==> src/include/rvCfg_cfg.svh <==
`ifndef RVCFG_CFG_SVH
`define RVCFG_CFG_SVH

// core-wide sizes for the rv32i pipeline

// width of a data or instruction word
`define RV_XLEN 32

// memory address width
// counts bytes on the fetch side and words on the data side
`define RV_ADDR_W 12

// first fetch address after reset
`define RV_RESET_PC 32'h0000_0000

// ebreak encoding that stops the core
`define RV_HALT_WORD 32'h0010_0073

`endif

==> src/hdl/rvPkg.sv <==
package rvPkg;
`include "rvCfg_cfg.svh"

   // data or instruction word
   typedef logic [`RV_XLEN-1:0] word_t;

   // architectural register index, x0 reads as zero
   typedef logic [4:0] regIdx_t;

   // byte address for fetch, word address for data
   typedef logic [`RV_ADDR_W-1:0] memAddr_t;

   // alu operations of the supported subset
   typedef enum logic [2:0] {
      aluAdd,
      aluSub,
      aluAnd,
      aluOr,
      aluXor,
      aluSlt
   } aluOp_t;

   // where an ex operand comes from
   typedef enum logic [1:0] {
      fwdRf,
      fwdExMem,
      fwdMemWb
   } fwdSel_t;

   // writeback value source
   typedef enum logic [1:0] {
      wbAlu,
      wbLoad,
      wbLink
   } wbSel_t;

   // what a retiring instruction did
   typedef enum logic [2:0] {
      retNone,
      retRegWrite,
      retStore,
      retBranch,
      retHalt
   } retireKind_t;

endpackage

==> src/hdl/hazardIf.sv <==
`timescale 1ns/1ps

interface hazardIf;
   import rvPkg::*;

   // source indices of the instructions in ex and id
   regIdx_t exRs1;
   regIdx_t exRs2;
   regIdx_t idRs1;
   regIdx_t idRs2;
   // destinations further down the pipe
   regIdx_t exRd;
   logic    exIsLoad;
   regIdx_t memRd;
   logic    memRegWe;
   regIdx_t wbRd;
   logic    wbRegWe;
   // taken branch or jal sitting in ex
   logic    redirect;

   // hazard unit results
   fwdSel_t fwdA;
   fwdSel_t fwdB;
   // id picks up the value being written this cycle
   logic    idFwdA;
   logic    idFwdB;
   logic    stall;
   logic    flush;

   modport datapath (
      output exRs1, exRs2, idRs1, idRs2, exRd, exIsLoad,
      output memRd, memRegWe, wbRd, wbRegWe, redirect,
      input  fwdA, fwdB, idFwdA, idFwdB, stall, flush
   );

   modport hazard (
      input  exRs1, exRs2, idRs1, idRs2, exRd, exIsLoad,
      input  memRd, memRegWe, wbRd, wbRegWe, redirect,
      output fwdA, fwdB, idFwdA, idFwdB, stall, flush
   );

endinterface

==> src/hdl/retireIf.sv <==
`timescale 1ns/1ps

interface retireIf;
   import rvPkg::*;

   // one instruction leaving mem/wb
   logic        valid;
   retireKind_t kind;
   // written value, or store address for stores
   word_t       value;
   logic        branchTaken;

   modport source (
      output valid, kind, value, branchTaken
   );

   modport monitor (
      input valid, kind, value, branchTaken
   );

endinterface

==> src/hdl/instrDecoder.sv <==
`timescale 1ns/1ps
`include "rvCfg_cfg.svh"

module instrDecoder (
   input  rvPkg::word_t   instr,
   output rvPkg::regIdx_t rs1,
   output rvPkg::regIdx_t rs2,
   output rvPkg::regIdx_t rd,
   output rvPkg::word_t   imm,
   output rvPkg::aluOp_t  aluOp,
   output logic           useImm,
   output logic           regWe,
   output logic           memRead,
   output logic           memWrite,
   output logic           isBranch,
   output logic           branchNe,
   output logic           isJump,
   output logic           isHalt,
   output rvPkg::wbSel_t  wbSel
);
   import rvPkg::*;

   logic [6:0] opcode;
   logic [2:0] funct3;
   logic [6:0] funct7;

   assign opcode = instr[6:0];
   assign funct3 = instr[14:12];
   assign funct7 = instr[31:25];

   // register fields sit at fixed positions in every format
   assign rs1 = instr[19:15];
   assign rs2 = instr[24:20];
   assign rd  = instr[11:7];

   always_comb begin
      // anything not matched below leaves a bubble
      imm      = '0;
      aluOp    = aluAdd;
      useImm   = 1'b0;
      regWe    = 1'b0;
      memRead  = 1'b0;
      memWrite = 1'b0;
      isBranch = 1'b0;
      branchNe = 1'b0;
      isJump   = 1'b0;
      isHalt   = 1'b0;
      wbSel    = wbAlu;
      case (opcode)
         // register-register alu ops
         7'b0110011: begin
            regWe = 1'b1;
            case (funct3)
               3'b000:  aluOp = funct7[5] ? aluSub : aluAdd;
               3'b010:  aluOp = aluSlt;
               3'b100:  aluOp = aluXor;
               3'b110:  aluOp = aluOr;
               3'b111:  aluOp = aluAnd;
               default: regWe = 1'b0;
            endcase
            // only sub may set funct7
            if (funct7 != 7'b0000000 && !(funct7 == 7'b0100000 && funct3 == 3'b000)) begin
               regWe = 1'b0;
            end
         end
         // addi only
         7'b0010011: begin
            imm    = {{20{instr[31]}}, instr[31:20]};
            useImm = 1'b1;
            regWe  = (funct3 == 3'b000);
         end
         // lw, address from the adder
         7'b0000011: begin
            imm     = {{20{instr[31]}}, instr[31:20]};
            useImm  = 1'b1;
            regWe   = (funct3 == 3'b010);
            memRead = (funct3 == 3'b010);
            wbSel   = wbLoad;
         end
         // sw, s-type immediate
         7'b0100011: begin
            imm      = {{20{instr[31]}}, instr[31:25], instr[11:7]};
            useImm   = 1'b1;
            memWrite = (funct3 == 3'b010);
         end
         // beq and bne differ in funct3 bit 0
         7'b1100011: begin
            imm      = {{19{instr[31]}}, instr[31], instr[7], instr[30:25], instr[11:8], 1'b0};
            isBranch = (funct3[2:1] == 2'b00);
            branchNe = funct3[0];
         end
         // jal writes pc+4 to rd
         7'b1101111: begin
            imm    = {{11{instr[31]}}, instr[31], instr[19:12], instr[20], instr[30:21], 1'b0};
            isJump = 1'b1;
            regWe  = 1'b1;
            wbSel  = wbLink;
         end
         // system space, only ebreak is known
         7'b1110011: isHalt = (instr == `RV_HALT_WORD);
         default: ;
      endcase
   end

endmodule

==> src/hdl/rvAlu.sv <==
`timescale 1ns/1ps

module rvAlu (
   input  rvPkg::word_t  opA,
   input  rvPkg::word_t  opB,
   input  rvPkg::aluOp_t op,
   output rvPkg::word_t  result,
   output logic          equal
);
   import rvPkg::*;

   always_comb begin
      case (op)
         aluAdd:  result = opA + opB;
         aluSub:  result = opA - opB;
         aluAnd:  result = opA & opB;
         aluOr:   result = opA | opB;
         aluXor:  result = opA ^ opB;
         // signed compare, result is 0 or 1
         aluSlt:  result = word_t'($signed(opA) < $signed(opB));
         default: result = '0;
      endcase
   end

   // branch comparator, independent of op
   assign equal = (opA == opB);

endmodule

==> src/hdl/hazardUnit.sv <==
`timescale 1ns/1ps

module hazardUnit (
   hazardIf.hazard hz,
   input  logic    CLK,
   input  logic    RSTn
);
   import rvPkg::*;

   // younger producer wins, x0 never forwards
   function automatic fwdSel_t pickFwd(
      input regIdx_t rs,
      input regIdx_t memRd,
      input logic    memWe,
      input regIdx_t wbRd,
      input logic    wbWe
   );
      if (memWe && memRd != '0 && memRd == rs) begin
         return fwdExMem;
      end
      if (wbWe && wbRd != '0 && wbRd == rs) begin
         return fwdMemWb;
      end
      return fwdRf;
   endfunction

   assign hz.fwdA = pickFwd(hz.exRs1, hz.memRd, hz.memRegWe, hz.wbRd, hz.wbRegWe);
   assign hz.fwdB = pickFwd(hz.exRs2, hz.memRd, hz.memRegWe, hz.wbRd, hz.wbRegWe);

   // register file has no internal bypass
   // id takes the wb value when it reads the register being written
   assign hz.idFwdA = hz.wbRegWe && hz.wbRd != '0 && hz.wbRd == hz.idRs1;
   assign hz.idFwdB = hz.wbRegWe && hz.wbRd != '0 && hz.wbRd == hz.idRs2;

   // load data exists only after mem, so the consumer waits a cycle
   assign hz.stall = hz.exIsLoad && hz.exRd != '0 &&
                     (hz.exRd == hz.idRs1 || hz.exRd == hz.idRs2);

   // taken branch or jal in ex squashes if and id
   assign hz.flush = hz.redirect;

   // a load in ex is never the redirecting instruction
   assert property (@(posedge CLK) disable iff (RSTn) !(hz.stall && hz.flush));

   // the bubble behind a stall clears the load from ex
   // so a load-use stall lasts one cycle
   assert property (@(posedge CLK) disable iff (RSTn) hz.stall |=> !hz.stall);

endmodule

==> src/hdl/pipeDatapath.sv <==
`timescale 1ns/1ps
`include "rvCfg_cfg.svh"

module pipeDatapath (
   input  logic            CLK,
   input  logic            RSTn,
   hazardIf.datapath       hz,
   retireIf.source         rt,
   input  logic            frozen,
   output rvPkg::memAddr_t iMemAddr,
   input  rvPkg::word_t    iMemData,
   output rvPkg::memAddr_t dMemAddr,
   output rvPkg::word_t    dMemWrData,
   input  rvPkg::word_t    dMemRdData,
   output logic            dMemWen,
   output rvPkg::regIdx_t  rfRa1,
   output rvPkg::regIdx_t  rfRa2,
   input  rvPkg::word_t    rfRd1,
   input  rvPkg::word_t    rfRd2,
   output logic            rfWe,
   output rvPkg::regIdx_t  rfWa,
   output rvPkg::word_t    rfWd
);
   import rvPkg::*;

   // fetch
   word_t pc;
   logic haltSeen;
   // if/id
   logic ifIdValid;
   word_t ifIdInstr, ifIdPc;
   // id decode outputs
   regIdx_t decRs1, decRs2, decRd;
   word_t decImm, idOpA, idOpB;
   aluOp_t decAluOp;
   wbSel_t decWbSel;
   logic decUseImm, decRegWe, decMemRead, decMemWrite;
   logic decBranch, decBranchNe, decJump, decHalt, idGo;
   // id/ex
   logic idExValid;
   word_t idExPc, idExA, idExB, idExImm;
   regIdx_t idExRs1, idExRs2, idExRd;
   aluOp_t idExAluOp;
   wbSel_t idExWbSel;
   logic idExUseImm, idExRegWe, idExMemRead, idExMemWrite;
   logic idExBranch, idExBranchNe, idExJump, idExHalt;
   // ex
   word_t exOpA, exOpB, exAluB, aluResult, exResult, exTarget;
   logic aluEqual, exTaken;
   retireKind_t exKind;
   // ex/mem
   logic exMemValid, exMemRegWe, exMemMemWrite, exMemTaken;
   word_t exMemResult, exMemStData;
   regIdx_t exMemRd;
   wbSel_t exMemWbSel;
   retireKind_t exMemKind;
   // mem/wb
   logic memWbValid, memWbRegWe, memWbTaken;
   word_t memWbValue;
   regIdx_t memWbRd;
   retireKind_t memWbKind;

   // fetch stage
   assign iMemAddr = pc[`RV_ADDR_W-1:0];

   always_ff @(posedge CLK) begin
      if (RSTn) begin
         pc <= `RV_RESET_PC;
      end else if (hz.flush) begin
         pc <= exTarget;
      end else if (!hz.stall && !haltSeen && !frozen) begin
         pc <= pc + 32'd4;
      end
   end

   // decode stage
   instrDecoder iDecoder (
      .instr    (ifIdInstr),
      .rs1      (decRs1),
      .rs2      (decRs2),
      .rd       (decRd),
      .imm      (decImm),
      .aluOp    (decAluOp),
      .useImm   (decUseImm),
      .regWe    (decRegWe),
      .memRead  (decMemRead),
      .memWrite (decMemWrite),
      .isBranch (decBranch),
      .branchNe (decBranchNe),
      .isJump   (decJump),
      .isHalt   (decHalt),
      .wbSel    (decWbSel)
   );

   assign rfRa1 = decRs1;
   assign rfRa2 = decRs2;
   assign hz.idRs1 = decRs1;
   assign hz.idRs2 = decRs2;
   // same-cycle write from wb
   assign idOpA = hz.idFwdA ? memWbValue : rfRd1;
   assign idOpB = hz.idFwdB ? memWbValue : rfRd2;

   // nothing younger than ebreak enters ex
   assign idGo = ifIdValid && !hz.stall && !hz.flush && !haltSeen;

   // execute stage
   assign exOpA = (hz.fwdA == fwdExMem) ? exMemResult :
                  (hz.fwdA == fwdMemWb) ? memWbValue : idExA;
   assign exOpB = (hz.fwdB == fwdExMem) ? exMemResult :
                  (hz.fwdB == fwdMemWb) ? memWbValue : idExB;
   assign exAluB = idExUseImm ? idExImm : exOpB;

   rvAlu iAlu (
      .opA    (exOpA),
      .opB    (exAluB),
      .op     (idExAluOp),
      .result (aluResult),
      .equal  (aluEqual)
   );

   // jal links pc+4 here so ex/mem forwarding sees the final value
   assign exResult = (idExWbSel == wbLink) ? idExPc + 32'd4 : aluResult;
   assign exTarget = idExPc + idExImm;
   assign exTaken = idExValid && (idExJump || (idExBranch && (aluEqual != idExBranchNe)));

   always_comb begin
      if (idExHalt) begin
         exKind = retHalt;
      end else if (idExMemWrite) begin
         exKind = retStore;
      end else if (idExBranch) begin
         exKind = retBranch;
      end else if (idExRegWe) begin
         exKind = retRegWrite;
      end else begin
         exKind = retNone;
      end
   end

   assign hz.exRs1 = idExRs1;
   assign hz.exRs2 = idExRs2;
   assign hz.exRd = idExRd;
   assign hz.exIsLoad = idExValid && idExMemRead;
   assign hz.redirect = exTaken;

   // memory stage, data side is word addressed
   assign dMemAddr = exMemResult[`RV_ADDR_W+1:2];
   assign dMemWrData = exMemStData;
   assign dMemWen = exMemValid && exMemMemWrite && !frozen;
   assign hz.memRd = exMemRd;
   assign hz.memRegWe = exMemValid && exMemRegWe;

   // writeback stage
   assign rfWe = memWbValid && memWbRegWe && memWbRd != '0 && !frozen;
   assign rfWa = memWbRd;
   assign rfWd = memWbValue;
   assign hz.wbRd = memWbRd;
   assign hz.wbRegWe = memWbValid && memWbRegWe;

   assign rt.valid = memWbValid;
   assign rt.kind = memWbKind;
   assign rt.value = memWbValue;
   assign rt.branchTaken = memWbTaken;

   // valid bits and halt tracking
   always_ff @(posedge CLK) begin
      if (RSTn) begin
         ifIdValid  <= 1'b0;
         idExValid  <= 1'b0;
         exMemValid <= 1'b0;
         memWbValid <= 1'b0;
         haltSeen   <= 1'b0;
      end else begin
         if (hz.flush) begin
            ifIdValid <= 1'b0;
         end else if (!hz.stall) begin
            ifIdValid <= 1'b1;
         end
         idExValid  <= idGo;
         exMemValid <= idExValid;
         memWbValid <= exMemValid;
         if (idGo && decHalt) begin
            haltSeen <= 1'b1;
         end
      end
   end

   // payload, bubbles are marked by the valid bits alone
   always_ff @(posedge CLK) begin
      if (!hz.stall) begin
         ifIdInstr <= iMemData;
         ifIdPc    <= pc;
      end
      idExPc       <= ifIdPc;
      idExA        <= idOpA;
      idExB        <= idOpB;
      idExImm      <= decImm;
      idExRs1      <= decRs1;
      idExRs2      <= decRs2;
      idExRd       <= decRd;
      idExAluOp    <= decAluOp;
      idExWbSel    <= decWbSel;
      idExUseImm   <= decUseImm;
      idExRegWe    <= decRegWe;
      idExMemRead  <= decMemRead;
      idExMemWrite <= decMemWrite;
      idExBranch   <= decBranch;
      idExBranchNe <= decBranchNe;
      idExJump     <= decJump;
      idExHalt     <= decHalt;
      // ex/mem
      exMemResult   <= exResult;
      exMemStData   <= exOpB;
      exMemRd       <= idExRd;
      exMemRegWe    <= idExRegWe;
      exMemMemWrite <= idExMemWrite;
      exMemTaken    <= exTaken;
      exMemWbSel    <= idExWbSel;
      exMemKind     <= exKind;
      // mem/wb, load data picked here
      memWbValue <= (exMemWbSel == wbLoad) ? dMemRdData : exMemResult;
      memWbRd    <= exMemRd;
      memWbRegWe <= exMemRegWe;
      memWbTaken <= exMemTaken;
      memWbKind  <= exMemKind;
   end

   // a held reset keeps memory and register file untouched
   assert property (@(posedge CLK) RSTn && $past(RSTn) |-> !dMemWen && !rfWe);

endmodule

==> src/hdl/retireMonitor.sv <==
`timescale 1ns/1ps

module retireMonitor (
   input  logic         CLK,
   input  logic         RSTn,
   retireIf.monitor     rt,
   output rvPkg::word_t numInst,
   output logic         halt,
   output rvPkg::word_t outputPort
);
   import rvPkg::*;

   // ebreak counts as a retired instruction too
   always_ff @(posedge CLK) begin
      if (RSTn) begin
         numInst <= '0;
         halt    <= 1'b0;
      end else if (rt.valid) begin
         numInst <= numInst + 32'd1;
         if (rt.kind == retHalt) begin
            halt <= 1'b1;
         end
      end
   end

   // observation port, one word per retirement
   always_comb begin
      case (rt.kind)
         retRegWrite: outputPort = rt.value;
         retStore:    outputPort = rt.value;
         retBranch:   outputPort = word_t'(rt.branchTaken);
         default:     outputPort = '0;
      endcase
      if (!rt.valid) begin
         outputPort = '0;
      end
   end

   // only one ebreak ever retires
   assert property (@(posedge CLK) disable iff (RSTn)
      (rt.valid && rt.kind == retHalt) |-> !halt);

   // the pipe behind ebreak holds nothing that could still retire
   assert property (@(posedge CLK) disable iff (RSTn) halt |=> $stable(numInst));

endmodule

==> src/hdl/riscvTop.sv <==
`timescale 1ns/1ps

module riscvTop (
   input  logic            CLK,
   input  logic            RSTn,
   // instruction memory
   output rvPkg::memAddr_t iMemAddr,
   input  rvPkg::word_t    iMemData,
   // data memory
   output rvPkg::memAddr_t dMemAddr,
   output rvPkg::word_t    dMemWrData,
   input  rvPkg::word_t    dMemRdData,
   output logic            dMemWen,
   // register file
   output rvPkg::regIdx_t  rfRa1,
   output rvPkg::regIdx_t  rfRa2,
   input  rvPkg::word_t    rfRd1,
   input  rvPkg::word_t    rfRd2,
   output logic            rfWe,
   output rvPkg::regIdx_t  rfWa,
   output rvPkg::word_t    rfWd,
   // status and observation
   output rvPkg::word_t    numInst,
   output logic            halt,
   output rvPkg::word_t    outputPort
);

   hazardIf hzBus ();
   retireIf rtBus ();

   pipeDatapath iDatapath (
      .CLK        (CLK),
      .RSTn       (RSTn),
      .hz         (hzBus.datapath),
      .rt         (rtBus.source),
      // halt stops fetch and strobes
      .frozen     (halt),
      .iMemAddr   (iMemAddr),
      .iMemData   (iMemData),
      .dMemAddr   (dMemAddr),
      .dMemWrData (dMemWrData),
      .dMemRdData (dMemRdData),
      .dMemWen    (dMemWen),
      .rfRa1      (rfRa1),
      .rfRa2      (rfRa2),
      .rfRd1      (rfRd1),
      .rfRd2      (rfRd2),
      .rfWe       (rfWe),
      .rfWa       (rfWa),
      .rfWd       (rfWd)
   );

   hazardUnit iHazard (
      .hz   (hzBus.hazard),
      .CLK  (CLK),
      .RSTn (RSTn)
   );

   retireMonitor iMonitor (
      .CLK        (CLK),
      .RSTn       (RSTn),
      .rt         (rtBus.monitor),
      .numInst    (numInst),
      .halt       (halt),
      .outputPort (outputPort)
   );

endmodule

==> config.mk <==
export PLATFORM = sky130hd
export DESIGN_NAME = riscvTop
export DESIGN_NICKNAME = d
export VERILOG_FILES = /design/src/hdl/rvPkg.sv /design/src/hdl/hazardIf.sv /design/src/hdl/retireIf.sv /design/src/hdl/instrDecoder.sv /design/src/hdl/rvAlu.sv /design/src/hdl/hazardUnit.sv /design/src/hdl/pipeDatapath.sv /design/src/hdl/retireMonitor.sv /design/src/hdl/riscvTop.sv
export VERILOG_INCLUDE_DIRS = /design/src /design/src/include
export SDC_FILE = /design/constraint.sdc
export NUM_CORES = 1
export LEC_CHECK = 0
export BUFFER_PORTS_ARGS = -buffer_cell sky130_fd_sc_hd__clkbuf_2
export CORE_UTILIZATION = 36
export CTS_CLUSTER_DIAMETER = 50
export CTS_CLUSTER_SIZE = 20
export DETAILED_ROUTE_END_ITERATION = 10
export PLACE_DENSITY = 0.52
export SLEW_MARGIN = 5
export SYNTH_ARGS = -nofsm -noshare
export SYNTH_HDL_FRONTEND = slang
export SYNTH_SLANG_ARGS = --single-unit
==> constraint.sdc <==
create_clock -name CLK -period 10.6 [get_ports CLK]
set_clock_uncertainty 0.05 [all_clocks]
set_input_delay 0.53 -clock CLK [delete_from_list [all_inputs] [get_ports CLK]]
set_output_delay 0.53 -clock CLK [all_outputs]
set_load 0.05 [all_outputs]
==> flow_summary.ini <==
[status]
status = completed

[pwr]
p_leak_nw = 11.72
pwr_density_cell_nw_per_um2 = 159.6
vdd_drop_max_mv = 0.1262
finalPower_mw = 4.206

[clock_network]
clk_pin_slew_ns = 0.07
insertion_delay_ns = 0.64
clock-root-buffer = clkbuf_16
ctsHoldBuffers = 29
cts_setup_buffers = 0
clock_path_buffers = 3
cts_tree = done
cts_buffers = 49
cts_resized = 0
clkSinkCount = 397
cts.htree.levels = 2

[sta]
grt_setup_unrepaired = no
hold_slack_ns = 0.03873
tightest_slew_ns = 1.039
slew_viol_final = 0
setup_tns_ns = 0
fmax_mhz = 163.0
setup_viol = 0
maxSlewHeadroom_pct = 30.47
hold_viol_final = 0
fin_crit_sh_pct = 57.87
fin_crit_ns = 6.134

[yosys]
synth_edf_count = 64
synthCells = 2456
synth_ff_type = dfxtp_1
ys_warn_count = 0
synth-seq-cells = 397
yosysSeqAreaShare_pct = 38.42
syn_area_per_cell_um2 = 9.102
synth_nets = 2728
syn_area_um2 = 22350
ys_async_sr_fraction_pct = 0
ys_types = 86

[floorplan]
io_pins = 300
row_count = 90
start_util_pct = 36.76
die_h_um = 251.2
dieArea_um2 = 63090
core_um2 = 60810
die_x_um = 251.2

[detailed_routing]
avgViaCountPerCell = 5.346
ant_nets = 0
drt_pass1_iterations = 7
dr_total_vias = 18860
routedWlPerCell_um = 21.27
drcViolationCount = 0
drt_iter0_markers = 1354
wl_um = 75030

[final_layout]
fillers = 6015
area_growth_pct = 17.89
drive_gt1_share_pct = 20.54
nets = 2977
antenna_cells = 0
final_common_cell = dfxtp_1
final_cell_mix = dfxtp_1, clkbuf_2, nor2_1

[critical_path]
start_kind = flip-flop
crit_fanout = 47
required_ns = 11.08
crit_arrival_ns = 6.61
crit_type = flip-flop to flip-flop
endpoint_kind = flip-flop

[global_route]
antenna_found_initial = 7
grt_pass1_wl_um = 114100
grt_max_degree = 69
grtUsageTotal_pct = 23.28
overflow = 0
first_global_vias = 18760

[place]
dp_hpwl_um = 56540
gp_congestion = 0.9345
io_buffers = 299

[min_path]
hold_path.class = input pin to flip-flop

[run]
drv_cap = 0
==> layout make-up <==
type,count,area [um2],area share (%)
timing repair buffer,351,1959,7.435
inverter,117,439.2,1.666
multi-input combinational,1789,12590,47.76
clock inverter,38,555.5,2.108
tap,782,978.4,3.713
clock buffer,54,1245,4.724
sequential,397,8589,32.59
==> final timing paths <==
kind / startpoint / endpoint / slack [ns] / cells after the start
setup / recovery: iDatapath.hz.wbRd[1]$_DFF_P_ / iDatapath.pc[30]$_SDFFE_PP0P_ / 4.47 / 18
hold / removal: iMemData[3] / iDatapath.ifIdInstr[3]$_DFFE_PN_ / 0.04 / 1
setup reg to reg: iDatapath.hz.wbRd[1]$_DFF_P_ / iDatapath.pc[30]$_SDFFE_PP0P_ / 4.47 / 18
hold reg to reg: iDatapath.exMemKind[0]$_SDFF_PP0_ / iDatapath.rt.kind[0]$_DFF_P_ / 0.28 / 0
==> cell families (layout without fill, tap and decap cells) <==
| family | after synthesis | in the layout | synth area share [%] |
|---|---|---|---|
| fa+ha+maj | 142 | 142 | 8.049 |
| mux | 192 | 192 | 9.247 |
| compound gates | 568 | 568 | 16.48 |
| simple gates | 710 | 710 | 15.41 |
| flops | 397 | 397 | 38.42 |
| xor+xnor | 177 | 177 | 6.935 |
| buf+inv | 270 | 560 | 5.457 |
==> power by group <==
part	total [mW]	switching [mW]	internal, mW
clock	1.81	0.782	1.02
combinational	0.678	0.440	0.239
sequential	1.72	0.106	1.62
total	4.21	1.33	2.88
==> metrics by stage <==
| stage | setup slack (ns) | util (%) | cells | area (um2) |
|---|---|---|---|---|
| final | 4.466 | 43.34 | 3528 | 26350 |
| after global routing | 4.063 | 43.34 | 3528 | 26350 |
| after CTS | 4.471 | 43.34 | 3528 | 26350 |
| after detailed placement | 4.547 | 39.90 | 3407 | 24260 |
| after global placement | 4.691 | 39.90 | 3407 | 24260 |
| after floorplan | 4.949 | - | 2456 | 22350 |
==> metal layers <==
| metal | part of all wire [%] | GRT usage [%] | routed length [um] |
|---|---|---|---|
| met5 | 0 | 0 | 0 |
| met4 | 2.1 | 5.993 | 1604 |
| met3 | 5.8 | 3.531 | 4319 |
| met2 | 44 | 36.83 | 33320 |
| met1 | 48 | 32.89 | 35790 |
==> Yosys cell counts, types with 6 or more instances <==
master	n	area share, %
dfxtp_1	333	30
nor2_1	254	4.3
a21oi_1	220	4.9
ha_1	139	7.8
nand2_1	125	2.1
mux2_2	116	5.8
inv_1	114	1.9
xnor2_1	100	3.9
o21ai_0	87	1.9
clkbuf_1	83	1.4
xor2_1	77	3.0
mux2i_1	76	3.4
edfxtp_1	64	8.6
nand3_1	56	1.3
nor3_1	48	1.1
and2_1	46	1.3
buf_4	36	1.2
a21o_1	35	1.2
nor2b_1	34	0.95
nand4_1	31	0.87
and3_1	27	0.76
o22ai_1	21	0.59
nand2b_1	20	0.56
o211ai_1	19	0.64
or3_1	18	0.50
buf_2	17	0.38
o21bai_1	16	0.54
a211oi_1	14	0.47
a211oi_2	14	0.78
a31oi_1	13	0.36
buf_1	12	0.20
o31ai_1	12	0.40
nor4_1	11	0.31
o21a_1	11	0.37
o221ai_1	11	0.43
a21boi_0	9	0.30
a221oi_1	9	0.35
and4_1	8	0.31
or2_2	8	0.22
o31a_1	6	0.24
o32ai_1	6	0.24
==> sequential cells by signal (all words and copies together) (netlist names), 5 cells and up <==
signal / count
iDatapath.idExA: 32
iDatapath.ifIdInstr: 32
iDatapath.exMemResult: 32
iDatapath.ifIdPc: 32
iDatapath.rfWd: 32
iMonitor.numInst: 32
iDatapath.hz.memRd: 5
iDatapath.hz.wbRd: 5
iDatapath.hz.exRd: 5
iDatapath.hz.exRs2: 5
iDatapath.idExB: 32
iDatapath.hz.exRs1: 5
iDatapath.idExImm: 21
iDatapath.pc: 32
iDatapath.idExPc: 32
iDatapath.dMemWrData: 32
==> critical path: stages (launching register included) <==
cell	delay (ns)
dfxtp_1	0.38
or3_1	0.38
o311a_1	0.36
nand4_1	0.10
buf_4	0.53
mux2i_1	0.28
a21oi_1	0.11
a21o_1	0.24
ha_1	0.48
or4_1	0.63
or2_4	0.30
and4b_1	0.33
and3_1	0.28
xor2_1	0.18
a21oi_1	0.12
nor2b_4	0.11
buf_4	0.47
nand2b_1	0.33
o221ai_1	0.25
Power figures use the tool's default switching activity.
